<file path="config.mk">
export PLATFORM = sky130hd
export DESIGN_NAME = rvv_dispatch_uop_serialize
export DESIGN_NICKNAME = d
export VERILOG_FILES = /design/src/source/rvv_dispatch_pkg.sv /design/src/source/rvv_dispatch_uop_serialize.sv
export SDC_FILE = /design/constraint.sdc
export NUM_CORES = 1
export LEC_CHECK = 0
export BUFFER_PORTS_ARGS = -buffer_cell sky130_fd_sc_hd__buf_2
export CAP_MARGIN = 25
export CORE_AREA = 2 2 259 261
export DETAILED_ROUTE_END_ITERATION = 8
export DIE_AREA = 0 0 261 263
export PLACE_DENSITY = 0.48
export SYNTH_ARGS = -nofsm -noshare
export SYNTH_HDL_FRONTEND = slang
export SYNTH_SLANG_ARGS = --single-unit
</file>
<file path="constraint.sdc">
create_clock -name clk -period 28.1 [get_ports clk]
set_input_delay 1.405 -clock clk [delete_from_list [all_inputs] [get_ports clk]]
set_output_delay 1.405 -clock clk [all_outputs]
set_load 0.03 [all_outputs]
</file>
<file path="src/source/rvv_dispatch_pkg.sv">
//--------------------------------------------------
// dispatch package: vector constants, encodings
// and the uop records passed between dispatch blocks
//--------------------------------------------------
package rvv_dispatch_pkg;

    // vector register geometry
    localparam int VLEN            = 128;
    localparam int VLENB           = VLEN / 8;
    localparam int VL_WIDTH        = 8;
    localparam int VSTART_WIDTH    = 7;
    localparam int UOP_INDEX_WIDTH = 3;

    typedef enum logic [2:0] {
        EEW_NONE = 3'd0,
        EEW1     = 3'd1,
        EEW8     = 3'd2,
        EEW16    = 3'd3,
        EEW32    = 3'd4
    } eew_e;

    typedef enum logic {
        ALU = 1'b0,
        RDT = 1'b1
    } exe_unit_e;

    // per byte view of an operand for the processing and retire side
    typedef enum logic [1:0] {
        NOT_CHANGE    = 2'd0,
        BODY_ACTIVE   = 2'd1,
        BODY_INACTIVE = 2'd2,
        TAIL          = 2'd3
    } byte_type_e;

    typedef enum logic [1:0] {
        SPLIT_IDLE  = 2'd0,
        SPLIT_ISSUE = 2'd1,
        SPLIT_WAIT  = 2'd2
    } split_state_e;

    typedef struct packed {
        eew_e                         vs1_eew;
        eew_e                         vs2_eew;
        eew_e                         vd_eew;
        logic                         vm;
        logic                         ignore_vta;
        logic                         ignore_vma;
        logic [VL_WIDTH-1:0]          vl;
        logic [VSTART_WIDTH-1:0]      vstart;
        exe_unit_e                    exe_unit;
        logic [UOP_INDEX_WIDTH-1:0]   uop_num;
    } inst_info_t;

    typedef struct packed {
        inst_info_t                   inst;
        logic [UOP_INDEX_WIDTH-1:0]   uop_index;
        logic                         uop_last;
    } uop_info_t;

    typedef struct packed {
        byte_type_e [VLENB-1:0]       vs1;
        byte_type_e [VLENB-1:0]       vs2;
        byte_type_e [VLENB-1:0]       vd;
    } opn_byte_type_t;

    typedef struct packed {
        logic                         valid;
        uop_info_t                    uop;
        opn_byte_type_t               byte_type;
    } lane_out_t;

endpackage

</file>
<file path="src/source/rvv_dispatch_uop_serialize.sv">
//--------------------------------------------------
// uop serializer: takes a classified group from the
// lanes and emits its valid uops one per cycle
//--------------------------------------------------
module rvv_dispatch_uop_serialize #(
    parameter int NUM_LANES = 4
) (
    input  logic                                          clk,
    input  logic                                          rst_n,
    input  rvv_dispatch_pkg::lane_out_t [NUM_LANES-1:0]   lane_out,
    output logic                                          group_taken,
    output logic                                          uop_valid,
    output rvv_dispatch_pkg::uop_info_t                   uop_info,
    output rvv_dispatch_pkg::opn_byte_type_t              operand_byte_type
);

    localparam int PTR_W = NUM_LANES > 1 ? $clog2(NUM_LANES) : 1;

    rvv_dispatch_pkg::lane_out_t [NUM_LANES-1:0]   grp_q;
    logic [NUM_LANES-1:0]                          in_valid;
    logic                                          busy_q;
    logic [PTR_W-1:0]                              ptr_q;
    logic [PTR_W-1:0]                              last_q;
    logic [PTR_W-1:0]                              last_d;

    // highest valid lane ends the group
    always_comb begin
        last_d = '0;
        for (int k = 0; k < NUM_LANES; k++) begin
            in_valid[k] = lane_out[k].valid;
            if (lane_out[k].valid) begin
                last_d = PTR_W'(k);
            end
        end
    end

    // load only into an empty buffer
    assign group_taken = !busy_q && |in_valid;

    assign uop_valid         = busy_q && grp_q[ptr_q].valid;
    assign uop_info          = grp_q[ptr_q].uop;
    assign operand_byte_type = grp_q[ptr_q].byte_type;

    always_ff @(posedge clk or negedge rst_n) begin
        if (!rst_n) begin
            busy_q <= 1'b0;
            ptr_q  <= '0;
            last_q <= '0;
        end else if (group_taken) begin
            busy_q <= 1'b1;
            ptr_q  <= '0;
            last_q <= last_d;
        end else if (busy_q) begin
            if (ptr_q == last_q) begin
                busy_q <= 1'b0;
            end else begin
                ptr_q <= ptr_q + 1'b1;
            end
        end
    end

    always_ff @(posedge clk) begin
        if (group_taken) begin
            grp_q <= lane_out;
        end
    end

    // splitter fills lanes from lane 0 up without holes
    a_contiguous_group: assert property (
        @(posedge clk) disable iff (!rst_n)
        group_taken |-> in_valid[0] && ((in_valid & (in_valid + 1'b1)) == '0));

endmodule

</file>
# --- After elaboration in Yosys (flattened, before gate mapping) ---
# Cells that the tools add are included.
op_classes:
  n_eq_ne: 2
  reduce_logical: 6
  addsub: 1
  magnitude_cmp: 1
  muxes: 11
ops:
  columns: ["cell", "n"]
  rows:
  - ["$bmux 132 s2", 1]
  - ["$mux 132", 1]
  - ["$mux 2", 5]
  - ["$mux 1", 4]
  - ["$reduce_or 4->1", 1]
  - ["$lt 2x3->1 const B", 1]
  - ["$add 2x1->2 const B", 1]
  - ["$eq 2x2->1", 1]
  - ["$logic_and 1x1->1", 2]
  - ["$ne 2x2->1 const B", 1]
  - ["$reduce_and 2->1", 1]
  - ["$reduce_bool 2->1", 1]
  - ["$logic_not 1->1", 1]
totals:
  regBits: 533
  output_inout_bits: 133
  in_bits: 530
  word_cells: 268

# --- Depth between registers and ports, before layout ---
depth:
  depth_word: 4
  depth_mapped: 5

# --- Worst setup path after synthesis ---
# Ideal clock, no wire load.
synth_path:
  path_kind: "input to register"
  startpoint: "in lane_out[263] in the netlist's numbering"
  endpoint: "reg last_q[0]"
  cell_stages: 3
  setup_ps: 990
  t_required_ps: 27110
  setup_slack_ps: 2428
  arrival_ps: 24682
  path_cell_list: "nor4_1 -> nor2_1 -> mux2i_1"
synth_between:
  elab_cells_between_ends: 5
synth_rtl:
  columns: ["element", "line_no", "text"]
  rows:
  - ["from (decl)", "rvv_dispatch_uop_serialize.sv:10", "input rvv_dispatch_pkg::lane_out_t [NUM_LANES-1:0] lane_out,"]
  - ["$reduce_or 4->1", "rvv_dispatch_uop_serialize.sv:38", "assign group_taken = !busy_q && |in_valid;"]
  - ["$logic_and 1x1->1", "rvv_dispatch_uop_serialize.sv:38", null]
  - ["net group_taken", "rvv_dispatch_uop_serialize.sv:11", "output logic group_taken,"]
  - ["to (signal assigned)", "rvv_dispatch_uop_serialize.sv:52", "last_q <= last_d;"]
  - ["to (decl)", "rvv_dispatch_uop_serialize.sv:23", "logic [PTR_W-1:0] last_q;"]
# The timed path passes the listed nets, and every way through them passes these cells.
# A chain may end at the register's enable or synchronous reset.

==> flow_summary_export.csv <==
group,metric,value,unit
status,status,"completed",
worst_setup_path,cp.arrival,3.73,ns
grt,antenna_found_initial,25,
worst_setup_path,crit_fanout,41,
yosys,synth_top_area_share,81.7,%
worst_setup_path,cp-start-kind,"flop",
clocking,cts_buffers,59,
yosys,synth_area,19400,um^2
placed_design,hpwlAfterDp,39500,um
sta,setup-tns-final,0,ns
yosys,synth_area_leaders,"edfxtp_1, mux4_2, buf_12",
layout,final_core_util,38.8,%
worst_setup_path,crit_type,"reg -> out",
die,die_h,263,um
grt,use_met1,16.7,%
die,num_rows,94,
sta,maxSlewHeadroom,33.6,%
drt,drt_wl_total,53900,um
layout,final_area,25500,um^2
clocking,insertion_delay,0.60,ns
sta,finalMaxSlewViolations,0,
grt,grt_usage,15.2,%
die,io_pins,663,
yosys,ys_ff_latch,533,
yosys,synthTopCellsByCount,"edfxtp_1, mux4_2, buf_12, clkbuf_1",
grt,grt_util_met2,27.2,%
layout,layout-drive-gt1-share,61.3,%
drt,post_drt_wl_per_cell,23.0,um
drt,drtAntennaViolNets,0,
drt,route.vias.total,10300,
clocking,cts_setup_buffers,0,
clocking,htreeDepth,2,
yosys,synth_nets,1245,
sta,period_share,18.3,%
yosys,synthSimpleGateAreaFrac,0.155,%
sta,tightest_slew,0.996,ns
grt,met3_usage,5.59,%
grt,grt_pass1_vias,11300,
die,core_area,65600,um^2
placed_design,placed_cell_area,23600,um^2
yosys,syn-instance-count,715,
clocking,holdBufCountCts,0,
yosys,synthXorXnorAreaFrac,0.0903,%
yosys,synth_top_flop_cell,"edfxtp_1",
yosys,ys_types,22,
yosys,ys_seq_area_share,82.4,%
placed_design,io_buffers,662,
clocking,clock_sinks,533,
layout,nFillCells,6092,
yosys,synth_compound_area_share,0.277,%
sta,clock.fmax,195,MHz
sta,hold_viol,0,
clocking,cts_buffer_depth,3,
yosys,yosysWarnings,0,
yosys,synth-adder-area-share,0,%
yosys,avgSynthCellArea,27.1,um^2
placed_design,gp_congestion,0.814,
job,cap_violations,0,
sta,setup_viol,0,
pwr,totalPowerFinal,2.79,mW
yosys,synth_edf_count,528,
clocking,cts_tree,"built",
sta,finalClockSkew,0.0167,ns
die,fp.dieW,261,um
yosys,async_flop_share,0.938,%
grt,top_usage_layer,"met2",
drt,drt-initial-drc-count,768,
layout,syn_to_final_growth,31.4,%
clocking,post_cts_resized,0,
grt,grt_pass1_wl,75900,um
pwr,peakVddDrop,69.9,uV
sta,fin_crit,5.13,ns
yosys,synth_most_common_cell,"edfxtp_1",
drt,drc,0,
clocking,clk_pin_slew,0.06,ns
grt,grt_max_degree,85,
drt,routed_via_density,4.41,
clocking,root_buffer,"clkbuf_16",
grt,grt_overflow_total,0,
drt,drt_pass1_iterations,4,
yosys,synth_top_family_by_area,"multiplexers",
pwr,p_per_area,109,nW/um^2
sta,rsz0062_at_grt,"false",
layout,nNetsFinal,1952,
worst_setup_path,setup.worst_path.end_class,"primary output",
yosys,synthMuxAreaShare,15.4,%
die,die_area,68600,um^2
min_path,min_path_type,"reg -> reg",
die,start_util,29.6,%
worst_setup_path,worstPathRequired,26.69,ns
yosys,synth_top_cell_by_area,"edfxtp_1",
pwr,power.leakage,9.43,nW
==> kinds of logic after synthesis <==
group,Yosys count
flip-flops,533
multiplexers,134
buffers and inverters,32
AO/OA/AOI/OAI,8
AND/OR/NAND/NOR,6
XOR/XNOR,2
==> sequential cells by signal (all words and copies together), names as in the netlist <==
signal  count
last_q      2
grp_q     528
ptr_q       2
busy_q      1
==> layout by cell type, fill, tap and decap left out <==
cell and count:
nand2_1 1, o21ai_0 3, diode_2 14, mux4_2 132, buf_16 2, a21oi_1 1
inv_6 1, nor2_1 1, clkinv_2 14, inv_1 2, edfxtp_1 528, o2bb2ai_1 1
mux2i_1 2, clkinvlp_4 4, buf_2 662, buf_4 12, dfrtp_1 3, bufinv_16 5
inv_8 1, clkbuf_16 59, clkbuf_1 4, a22o_1 1, nor2_4 1, a31oi_1 1
and2_1 1, clkinv_4 2, nor2b_1 1, clkinv_1 12, xnor2_1 2, o211a_1 1
dfrtp_4 2, nor4_1 1
==> routing by layer <==
metal	part of all wire, %	routed length, um
met5	0.38	203
met4	2.4	1270
met3	9.1	4920
met2	53	28500
met1	35	19100
==> per-stage QoR <==
| stage | worst slack, ns | cells | hold WS [ns] |
|---|---|---|---|
| 2_1_floorplan | 2.43 | 715 | 0.521 |
| 3_3_place_gp | 22.72 | 2223 | 0.596 |
| 3_5_place_dp | 22.57 | 2223 | 0.601 |
| 4_1_cts | 22.72 | 2325 | 0.594 |
| 5_1_grt | 22.53 | 2336 | 0.610 |
| 6_report | 22.97 | 2341 | 0.617 |
==> worst max-delay path: stages (launching register included) <==
cell and delay, ns:
dfrtp_4 0.81, buf_4 0.64, buf_4 0.80, mux4_2 0.60
buf_2 0.21
==> area by class of cell <==
type | count | area (um^2) | share of cell area [%]
Antenna cell | 14 | 35.0 | 0.137
Tap cell | 864 | 1080 | 4.24
Timing Repair Buffer | 676 | 3460 | 13.6
Clock inverter | 39 | 333 | 1.31
Multi-Input combinational cell | 150 | 3100 | 12.2
Sequential cell | 533 | 16000 | 62.7
Inverter | 2 | 7.51 | 0.0294
Clock buffer | 63 | 1490 | 5.85
==> final timing paths <==
kind                                start               endpoint  slack, ns  cells after the start
worst max-delay path             ptr_q[0]  operand_byte_type[34]      22.97                      4
worst min-delay path            last_q[0]              last_q[0]       0.62                      2
worst max register to register     busy_q             grp_q[288]      23.82                      4
worst min register to register  last_q[0]              last_q[0]       0.62                      2
max in group asynchronous           rst_n               ptr_q[1]      27.27                      1
min in group asynchronous           rst_n              last_q[1]       0.65                      1
==> power by group <==
group,switching (mW),internal [mW]
clock network,0.311,0.427
logic,0.589,0.333
registers,0.0580,1.07
Note: power is estimated with default switching activity, not from simulation.
